<file path="config.mk">
export PLATFORM = sky130hd
export DESIGN_NAME = lcd_top
export DESIGN_NICKNAME = d
export VERILOG_FILES = /design/src/rtl/lcd_pkg.sv /design/src/rtl/lcd_regs.sv /design/src/rtl/lcd_id.sv /design/src/rtl/lcd_bus.sv /design/src/rtl/lcd_top.sv
export SDC_FILE = /design/constraint.sdc
export NUM_CORES = 1
export LEC_CHECK = 0
export BUFFER_PORTS_ARGS = -buffer_cell sky130_fd_sc_hd__buf_2
export CORE_UTILIZATION = 55
export CTS_CLUSTER_SIZE = 16
export DETAILED_ROUTE_END_ITERATION = 7
export PLACE_DENSITY = 0.79
export SLEW_MARGIN = 30
export SYNTH_ARGS = -nofsm -noshare
export SYNTH_HDL_FRONTEND = slang
export SYNTH_SLANG_ARGS = --single-unit
</file>
<file path="constraint.sdc">
create_clock -name pclk -period 3.5 [get_ports pclk]
set_input_delay 0 -clock pclk [delete_from_list [all_inputs] [get_ports pclk]]
set_output_delay 0 -clock pclk [all_outputs]
set_load 0.005 [all_outputs]
</file>
<file path="src/rtl/lcd_pkg.sv">
// lcd controller package with opcodes, decoder states, register map and bus timing
package lcd_pkg;

  // panel command opcodes, ILI9341 style
  typedef enum logic [7:0] {
    SCAN    = 8'h36,
    SC_EC   = 8'h2A,
    SP_EP   = 8'h2B,
    W_COLOR = 8'h2C,
    R_COLOR = 8'h2E,
    ID1     = 8'hDA,
    ID2     = 8'hDB,
    ID3     = 8'hDC
  } lcd_op_e;

  typedef enum logic [4:0] {
    IDLE,
    READ_ID,
    SCAN_INST, SCAN_DATA,
    SC_INST1, SC_DATA1, SC_INST2, SC_DATA2,
    EC_INST1, EC_DATA1, EC_INST2, EC_DATA2,
    SP_INST1, SP_DATA1, SP_INST2, SP_DATA2,
    EP_INST1, EP_DATA1, EP_INST2, EP_DATA2,
    COLOR_INST, COLOR_DATA,
    READ_COLOR
  } lcd_id_state_e;

  // function field of SC_EC and SP_EP
  localparam logic [7:0] FN_START = 8'h00;
  localparam logic [7:0] FN_END   = 8'h02;

  // processor register map, byte addresses
  localparam logic [31:0] LCD_CMD_ADDR   = 32'h0000_0000;
  localparam logic [31:0] LCD_STAT_ADDR  = 32'h0000_0004;
  localparam logic [31:0] LCD_RDATA_ADDR = 32'h0000_0008;

  // panel strobe timing in pclk cycles
  localparam int BUS_CNT_W = 4;
  localparam logic [BUS_CNT_W-1:0] WR_LOW_CYC  = 4'd2;
  localparam logic [BUS_CNT_W-1:0] WR_HIGH_CYC = 4'd2;
  localparam logic [BUS_CNT_W-1:0] RD_LOW_CYC  = 4'd3;
  localparam logic [BUS_CNT_W-1:0] RD_HIGH_CYC = 4'd2;

endpackage

</file>
<file path="src/rtl/lcd_regs.sv">
// lcd register block holding one pending command word, status and read-back data
`timescale 1ns/10ps
module lcd_regs (
  input  logic        pclk,
  input  logic        rst_n,
  input  logic        cpu_we_i,
  input  logic        cpu_re_i,
  input  logic [31:0] cpu_addr_i,
  input  logic [31:0] cpu_wdata_i,
  output logic [31:0] cpu_rdata_o,
  input  logic        write_ok_i,
  output logic        write_lcd_o,
  output logic [31:0] lcd_cmd_o,
  input  logic        rdata_valid_i,
  input  logic [15:0] rdata_i
);
  import lcd_pkg::*;

  logic [31:0] cmd_q;
  logic        pending_q;
  logic [1:0]  hold_q;
  logic        ovf_q;
  logic        rd_valid_q;
  logic [15:0] rd_word_q;
  logic        cmd_wr;
  logic        rdata_rd;
  logic [31:0] stat_word;

  assign cmd_wr   = cpu_we_i && (cpu_addr_i == LCD_CMD_ADDR);
  assign rdata_rd = cpu_re_i && (cpu_addr_i == LCD_RDATA_ADDR);

  // decoder needs two cycles before write_ok reflects a new word
  assign write_lcd_o = pending_q && write_ok_i && (hold_q == 2'd0);
  assign lcd_cmd_o   = cmd_q;

  // bit 0 stays set until write_ok has had time to fall
  assign stat_word = {28'd0, ovf_q, rd_valid_q, write_ok_i, pending_q || (hold_q != 2'd0)};

  always_ff @(posedge pclk) begin
    if (cmd_wr && !pending_q) begin
      cmd_q <= cpu_wdata_i;
    end
    if (rdata_valid_i) begin
      rd_word_q <= rdata_i;
    end
  end

  always_ff @(posedge pclk) begin
    if (!rst_n) begin
      pending_q   <= 1'b0;
      hold_q      <= 2'd0;
      ovf_q       <= 1'b0;
      rd_valid_q  <= 1'b0;
      cpu_rdata_o <= '0;
    end else begin
      if (write_lcd_o) begin
        pending_q <= 1'b0;
        hold_q    <= 2'd2;
      end else if (hold_q != 2'd0) begin
        hold_q <= hold_q - 1'b1;
      end
      if (rdata_rd) begin
        ovf_q <= 1'b0;
      end
      // slot full, new word is dropped
      if (cmd_wr) begin
        if (pending_q) begin
          ovf_q <= 1'b1;
        end else begin
          pending_q <= 1'b1;
        end
      end
      if (rdata_valid_i) begin
        rd_valid_q <= 1'b1;
      end else if (rdata_rd) begin
        rd_valid_q <= 1'b0;
      end
      if (cpu_re_i) begin
        case (cpu_addr_i)
          LCD_CMD_ADDR:   cpu_rdata_o <= cmd_q;
          LCD_STAT_ADDR:  cpu_rdata_o <= stat_word;
          LCD_RDATA_ADDR: cpu_rdata_o <= {16'd0, rd_word_q};
          default:        cpu_rdata_o <= '0;
        endcase
      end
    end
  end

  // write_ok only falls two cycles after an issue, the gap hold_q covers
  a_write_ok_latency: assert property (@(posedge pclk) disable iff (!rst_n)
    $fell(write_ok_i) |-> $past(write_lcd_o, 2));

endmodule

</file>
<file path="src/rtl/lcd_id.sv">
// lcd instruction decoder expanding a command word into panel instruction and data words
`timescale 1ns/10ps
module lcd_id (
  input  logic        pclk,
  input  logic        rst_n,
  input  logic        write_lcd_i,
  input  logic [31:0] lcd_cmd_i,
  output logic        write_ok_o,
  output logic        we_o,
  output logic        wr_o,
  output logic        lcd_rs_o,
  output logic [15:0] data_o,
  input  logic        busy_i
);
  import lcd_pkg::*;

  lcd_id_state_e state, next_state, succ_state;

  logic [31:0] cmd_q;
  logic        cmd_vld;
  lcd_op_e     opcode;
  logic [7:0]  func;
  logic [15:0] param;
  logic        wr_nxt;
  logic        rs_nxt;
  logic [15:0] word_nxt;

  // command word is opcode, function, 16-bit parameter
  assign opcode = lcd_op_e'(cmd_q[31:24]);
  assign func   = cmd_q[23:16];
  assign param  = cmd_q[15:0];

  always_ff @(posedge pclk) begin
    if (write_lcd_i) begin
      cmd_q <= lcd_cmd_i;
    end
  end

  always_ff @(posedge pclk) begin
    if (!rst_n) begin
      cmd_vld <= 1'b0;
    end else begin
      cmd_vld <= write_lcd_i;
    end
  end

  always_comb begin
    succ_state = IDLE;
    case (state)
      IDLE: begin
        if (cmd_vld) begin
          case (opcode)
            ID1, ID2, ID3: succ_state = READ_ID;
            SCAN:          succ_state = SCAN_INST;
            SC_EC: begin
              if (func == FN_START) begin
                succ_state = SC_INST1;
              end else if (func == FN_END) begin
                succ_state = EC_INST1;
              end
            end
            SP_EP: begin
              if (func == FN_START) begin
                succ_state = SP_INST1;
              end else if (func == FN_END) begin
                succ_state = EP_INST1;
              end
            end
            W_COLOR:       succ_state = COLOR_INST;
            R_COLOR:       succ_state = READ_COLOR;
            default:       succ_state = IDLE;
          endcase
        end
      end
      SCAN_INST:  succ_state = SCAN_DATA;
      SC_INST1:   succ_state = SC_DATA1;
      SC_DATA1:   succ_state = SC_INST2;
      SC_INST2:   succ_state = SC_DATA2;
      EC_INST1:   succ_state = EC_DATA1;
      EC_DATA1:   succ_state = EC_INST2;
      EC_INST2:   succ_state = EC_DATA2;
      SP_INST1:   succ_state = SP_DATA1;
      SP_DATA1:   succ_state = SP_INST2;
      SP_INST2:   succ_state = SP_DATA2;
      EP_INST1:   succ_state = EP_DATA1;
      EP_DATA1:   succ_state = EP_INST2;
      EP_INST2:   succ_state = EP_DATA2;
      COLOR_INST: succ_state = COLOR_DATA;
      default:    succ_state = IDLE;
    endcase
  end

  // every word state waits for the bus to drop busy
  assign next_state = (state != IDLE && busy_i) ? state : succ_state;

  // panel word for the state being entered
  always_comb begin
    wr_nxt   = 1'b1;
    rs_nxt   = 1'b0;
    word_nxt = {opcode, 8'h00};
    case (next_state)
      IDLE: begin
        wr_nxt   = 1'b0;
        word_nxt = '0;
      end
      READ_ID, READ_COLOR: wr_nxt = 1'b0;
      SCAN_DATA, COLOR_DATA: begin
        rs_nxt   = 1'b1;
        word_nxt = param;
      end
      SC_DATA1, EC_DATA1, SP_DATA1, EP_DATA1: begin
        rs_nxt   = 1'b1;
        word_nxt = {8'h00, param[15:8]};
      end
      SC_DATA2, EC_DATA2, SP_DATA2, EP_DATA2: begin
        rs_nxt   = 1'b1;
        word_nxt = {8'h00, param[7:0]};
      end
      SC_INST2, SP_INST2: word_nxt = {opcode, 8'h01};
      EC_INST1, EP_INST1: word_nxt = {opcode, 8'h02};
      EC_INST2, EP_INST2: word_nxt = {opcode, 8'h03};
      default: ;
    endcase
  end

  always_ff @(posedge pclk) begin
    if (!rst_n) begin
      state      <= IDLE;
      write_ok_o <= 1'b1;
      we_o       <= 1'b0;
      wr_o       <= 1'b0;
      lcd_rs_o   <= 1'b0;
      data_o     <= '0;
    end else begin
      state      <= next_state;
      write_ok_o <= (next_state == IDLE);
      // single strobe on entry to a word state
      we_o       <= (next_state != IDLE) && (next_state != state);
      wr_o       <= wr_nxt;
      lcd_rs_o   <= rs_nxt;
      data_o     <= word_nxt;
    end
  end

  // bus raises busy on we, so each word gets one strobe
  a_we_single: assert property (@(posedge pclk) disable iff (!rst_n)
    we_o |=> !we_o);

endmodule

</file>
<file path="src/rtl/lcd_bus.sv">
// lcd bus sequencer driving 8080-style cs, wr, rd and rs cycles and capturing read data
`timescale 1ns/10ps
module lcd_bus (
  input  logic        pclk,
  input  logic        rst_n,
  input  logic        we_i,
  input  logic        wr_i,
  input  logic        rs_i,
  input  logic [15:0] data_i,
  output logic        busy_o,
  output logic        rdata_valid_o,
  output logic [15:0] rdata_o,
  input  logic [15:0] lcd_db_i,
  output logic        lcd_cs_n_o,
  output logic        lcd_rs_o,
  output logic        lcd_wr_n_o,
  output logic        lcd_rd_n_o,
  output logic [15:0] lcd_db_o,
  output logic        lcd_db_oe_o
);
  import lcd_pkg::*;

  typedef enum logic [2:0] {
    BUS_IDLE,
    BUS_WR_LO,
    BUS_WR_HI,
    BUS_RD_LO,
    BUS_RD_HI
  } bus_phase_e;

  bus_phase_e           phase, phase_nxt;
  logic [BUS_CNT_W-1:0] cnt, cnt_nxt;
  logic                 wr_q;
  logic                 rs_q;
  logic                 rs_nxt;
  logic                 last;

  always_comb begin
    phase_nxt = phase;
    cnt_nxt   = cnt - 1'b1;
    case (phase)
      BUS_IDLE: begin
        cnt_nxt = '0;
        if (we_i) begin
          phase_nxt = BUS_WR_LO;
          cnt_nxt   = WR_LOW_CYC - 1'b1;
        end
      end
      BUS_WR_LO: if (cnt == '0) begin
        phase_nxt = BUS_WR_HI;
        cnt_nxt   = WR_HIGH_CYC - 1'b1;
      end
      BUS_WR_HI: if (cnt == '0) begin
        // reads continue with a data phase after the command write
        phase_nxt = wr_q ? BUS_IDLE : BUS_RD_LO;
        cnt_nxt   = wr_q ? '0 : RD_LOW_CYC - 1'b1;
      end
      BUS_RD_LO: if (cnt == '0) begin
        phase_nxt = BUS_RD_HI;
        cnt_nxt   = RD_HIGH_CYC - 1'b1;
      end
      default: if (cnt == '0) begin
        phase_nxt = BUS_IDLE;
        cnt_nxt   = '0;
      end
    endcase
  end

  // final high cycle of a transfer, decoder may move on here
  assign last = (cnt == '0) && ((phase == BUS_WR_HI && wr_q) || phase == BUS_RD_HI);
  assign busy_o        = (phase == BUS_IDLE) ? we_i : !last;
  assign rdata_valid_o = last && !wr_q;
  assign rs_nxt        = (phase == BUS_IDLE) ? rs_i : rs_q;

  always_ff @(posedge pclk) begin
    if (phase == BUS_IDLE && we_i) begin
      wr_q     <= wr_i;
      rs_q     <= rs_i;
      lcd_db_o <= data_i;
    end
    // sample in the last rd low cycle
    if (phase == BUS_RD_LO && cnt == '0) begin
      rdata_o <= lcd_db_i;
    end
  end

  // pins registered from the next phase so they line up with it
  always_ff @(posedge pclk) begin
    if (!rst_n) begin
      phase       <= BUS_IDLE;
      cnt         <= '0;
      lcd_cs_n_o  <= 1'b1;
      lcd_wr_n_o  <= 1'b1;
      lcd_rd_n_o  <= 1'b1;
      lcd_rs_o    <= 1'b1;
      lcd_db_oe_o <= 1'b0;
    end else begin
      phase       <= phase_nxt;
      cnt         <= cnt_nxt;
      lcd_cs_n_o  <= (phase_nxt == BUS_IDLE);
      lcd_wr_n_o  <= (phase_nxt != BUS_WR_LO);
      lcd_rd_n_o  <= (phase_nxt != BUS_RD_LO);
      lcd_db_oe_o <= (phase_nxt == BUS_WR_LO) || (phase_nxt == BUS_WR_HI);
      lcd_rs_o    <= (phase_nxt == BUS_WR_LO || phase_nxt == BUS_WR_HI) ? rs_nxt : 1'b1;
    end
  end

  // a new word only arrives once the previous transfer is over
  a_we_when_idle: assert property (@(posedge pclk) disable iff (!rst_n)
    we_i |-> (phase == BUS_IDLE));

endmodule

</file>
<file path="src/rtl/lcd_top.sv">
// lcd controller top connecting register block, instruction decoder and bus sequencer
`timescale 1ns/10ps
module lcd_top (
  input  logic        pclk,
  input  logic        rst_n,
  input  logic        cpu_we_i,
  input  logic        cpu_re_i,
  input  logic [31:0] cpu_addr_i,
  input  logic [31:0] cpu_wdata_i,
  output logic [31:0] cpu_rdata_o,
  input  logic [15:0] lcd_db_i,
  output logic        lcd_cs_n_o,
  output logic        lcd_rs_o,
  output logic        lcd_wr_n_o,
  output logic        lcd_rd_n_o,
  output logic [15:0] lcd_db_o,
  output logic        lcd_db_oe_o
);

  logic        write_ok;
  logic        write_lcd;
  logic [31:0] lcd_cmd;
  logic        rdata_valid;
  logic [15:0] rdata;
  logic        we;
  logic        wr;
  logic        word_rs;
  logic [15:0] word;
  logic        busy;

  lcd_regs u_regs (
    .pclk          (pclk),
    .rst_n         (rst_n),
    .cpu_we_i      (cpu_we_i),
    .cpu_re_i      (cpu_re_i),
    .cpu_addr_i    (cpu_addr_i),
    .cpu_wdata_i   (cpu_wdata_i),
    .cpu_rdata_o   (cpu_rdata_o),
    .write_ok_i    (write_ok),
    .write_lcd_o   (write_lcd),
    .lcd_cmd_o     (lcd_cmd),
    .rdata_valid_i (rdata_valid),
    .rdata_i       (rdata)
  );

  lcd_id u_id (
    .pclk        (pclk),
    .rst_n       (rst_n),
    .write_lcd_i (write_lcd),
    .lcd_cmd_i   (lcd_cmd),
    .write_ok_o  (write_ok),
    .we_o        (we),
    .wr_o        (wr),
    .lcd_rs_o    (word_rs),
    .data_o      (word),
    .busy_i      (busy)
  );

  lcd_bus u_bus (
    .pclk          (pclk),
    .rst_n         (rst_n),
    .we_i          (we),
    .wr_i          (wr),
    .rs_i          (word_rs),
    .data_i        (word),
    .busy_o        (busy),
    .rdata_valid_o (rdata_valid),
    .rdata_o       (rdata),
    .lcd_db_i      (lcd_db_i),
    .lcd_cs_n_o    (lcd_cs_n_o),
    .lcd_rs_o      (lcd_rs_o),
    .lcd_wr_n_o    (lcd_wr_n_o),
    .lcd_rd_n_o    (lcd_rd_n_o),
    .lcd_db_o      (lcd_db_o),
    .lcd_db_oe_o   (lcd_db_oe_o)
  );

endmodule

</file>
==> flow_summary.json <==
{
  "status": "completed",
  "cp_top_family": "simple AND/OR/NAND/NOR gates",
  "grt_pass1_vias": 5082,
  "syn_avg_cell_area_um2": 12.5,
  "crit_fanout": 11,
  "ff2ff_setup_slack_ns": 0.22,
  "portBuffers": 136,
  "core_mm2": 0.0127,
  "crit_arrival_ns": 3.65,
  "slowest_stage": "or4b_2",
  "ys_ff_latch": 189,
  "layout_setup_ws_ns": 0.219,
  "nFillCells": 828,
  "synthTopCellsByArea": "edfxtp_1 (48%), dfxtp_1 (21%), a21oi_1 (4.4%)",
  "drv_cap": 0,
  "max_clock_freq_ghz": 0.305,
  "post_cts_buffers": 0,
  "synth_cell_type_count": 66,
  "drive_gt1_share_pct": 27.0,
  "clock_sinks": 189,
  "syn_to_final_growth_pct": 28.1,
  "irDropWorstVdd_v": 0.000573,
  "dieHeight_um": 116,
  "grt-ovfl-total": 0,
  "whs_ns": 0.0542,
  "slew_viol_final": 0,
  "p_leak_nw": 3.50,
  "syn_nets": 659,
  "ys.flop_type": "edfxtp_1",
  "finalCriticalPeriod_ns": 3.28,
  "cts_tree": "yes",
  "critPathKind": "reg2reg",
  "layout.nets": 847,
  "grt_setup_unrepaired": "false",
  "die_w_um": 116,
  "cp_cell_sequence": "or4b_2 > or4_4 > or3_4 > a21oi_2 > a221oi_4 > mux2_4 > nor3b_4 > a22o_1",
  "yosysSeqAreaShare_pct": 68.5,
  "ios": 137,
  "critPathMaxStageDelay_ns": 0.70,
  "vias": 5282,
  "worstSetupStartpointType": "flop",
  "gp_congestion": 0.933,
  "postSynthCellCount": 573,
  "syn_area_mm2": 0.00719,
  "setup_violations": 0,
  "drc": 0,
  "fin_setup_tns_ns": 0,
  "drt-wirelength-per-cell_um": 17.9,
  "cts_root_buf": "clkbuf_16",
  "fin_skew_ns": 0.00821,
  "viasPerCell": 5.58,
  "ys_top_cells_by_count": "edfxtp_1 (114), dfxtp_1 (75), a21oi_1 (63)",
  "cts.htree.levels": 4,
  "maxSlewHeadroom_pct": 39.4,
  "p_per_area_mw_per_mm2": 497,
  "ys_warn_count": 0,
  "first_pass_iters": 5,
  "synth_edf_count": 114,
  "grt_max_degree": 47,
  "wirelength_um": 16900,
  "hpwlAfterDp_um": 10600,
  "worst_pin_slew_ns": 0.907,
  "end_kind": "flop",
  "yosys.area.top_type_share_pct": 47.6,
  "die-area_mm2": 0.0135,
  "path_buf_inv": 0,
  "hold_violations": 0,
  "multi_input_area_mm2": 0.00213,
  "yosysMostFrequentCell": "edfxtp_1",
  "track_usage_pct": 26.3,
  "place_ws_ns": 0.133,
  "synth_largest_area_cell": "edfxtp_1",
  "ant_nets": 0,
  "antenna_found_initial": 1,
  "cts_buffers": 17,
  "clock_path_buffers": 2,
  "start_util_pct": 56.7,
  "postSynth.asyncResetShare_pct": 0,
  "worstHoldPathType": "in2reg",
  "clk_latency_ns": 0.42,
  "seq_area_mm2": 0.00492,
  "grt_pass1_wl_um": 26100,
  "path_clk_slew_ns": 0.07,
  "required_ns": 3.87,
  "drt-initial-drc-count": 341,
  "row_count": 41,
  "timing.final.crit_share_pct": 93.7
}
-- power breakdown --
part	leakage (nW)	total [mW]	internal, mW	switching (mW)
combinational	1.55	0.136	0.0802	0.0557
sequential	1.64	2.34	2.34	0.000000000178
clock	0.310	2.10	1.29	0.813
total	3.50	4.58	3.71	0.869
-- cells in the final DEF (no fill, tap or decap), types with 4 or more instances in the layout --
master and n:
a21oi_1 63, a22o_1 8, and2_1 4, buf_2 136, buf_4 9, bufinv_16 5
clkbuf_16 17, dfxtp_1 75, dlygate4sd3_1 50, edfxtp_1 114, inv_1 8, mux2_2 12
nand2_1 36, nand2b_1 15, nand3_1 27, nor2_1 44, nor2b_1 24, nor3_1 12
nor4_1 10, o21ai_0 24
-- through the flow --
stage | std cells | power [mW] | utilization (%) | instance area, um2
after floorplan | 573 | 2.42 | - | 7190
after global placement | 864 | 2.47 | 63.4 | 8040
after detailed placement | 864 | 2.48 | 63.4 | 8040
after CTS | 946 | 4.58 | 72.5 | 9190
after global routing | 947 | 4.70 | 72.7 | 9210
final | 947 | 4.58 | 72.7 | 9210
-- worst reg2reg max path: stages, from the launching register on --
cell      delay (ns)
edfxtp_1        0.45
or4b_2          0.70
or4_4           0.46
or3_4           0.41
a21oi_2         0.20
a221oi_4        0.10
mux2_4          0.35
nor3b_4         0.35
a22o_1          0.21
-- worst paths after layout --
path / from / to / cells past startpoint
hold reg to reg: u_id.data_o[11]$_SDFF_PN0_ / u_bus.lcd_db_o[11]$_DFFE_PP_ / 0
setup / recovery: u_id.cmd_q[28]$_DFFE_PP_ / u_id.data_o[14]$_SDFF_PN0_ / 8
hold / removal: cpu_re_i / u_regs.cpu_rdata_o[8]$_SDFFE_PN0P_ / 3
setup reg to reg: u_id.cmd_q[28]$_DFFE_PP_ / u_id.data_o[14]$_SDFF_PN0_ / 8
-- timing repair --
item                                    in CTS  in global routing
gates resized for setup                      0                  3
hold buffers                                50                  0
hold endpoints to repair                    62                  0
endpoints found under the setup margin       0                 16
-- cell type report --
type / instances / share of cell area (%)
flip-flops and latches: 189 / 53.5
diodes: 1 / 0.0272
multi-input cells: 349 / 23.1
inverters: 9 / 0.367
clock inverters: 14 / 2.31
clock buffers: 18 / 4.77
well taps: 172 / 2.34
repair buffers: 195 / 13.6
-- sequential cells by signal, summed over array words and instances (netlist names), 3 cells and up --
| register | count |
|---|---|
| u_regs.rd_word_q | 16 |
| u_regs.lcd_cmd_o | 32 |
| u_bus.phase | 3 |
| u_regs.cpu_rdata_o | 32 |
| u_bus.rdata_o | 16 |
| u_bus.cnt | 4 |
| u_id.state | 5 |
| u_bus.lcd_db_o | 16 |
| u_id.data_o | 16 |
| u_id.cmd_q | 32 |
-- kinds of logic (layout without fill, tap and decap cells) --
group           count (synthesis)  count (layout)  share of synthesized area [%]
simple gates                  199             199                           14.7
other cells                     0               1                              0
flops                         189             189                           68.5
mux                            16              16                           2.51
buf+inv                        35             236                           2.16
compound gates                126             126                           11.0
fa+ha+maj                       3               3                          0.487
xor+xnor                        5               5                          0.610
-- routing by layer --
layer / share of wire, % / global-route usage (%)
met1: 39 / 32.3
met2: 51 / 43.9
met3: 6.8 / 5.92
met4: 2.9 / 13.2
met5: 0 / 0
(Power assumes the default switching activity.)
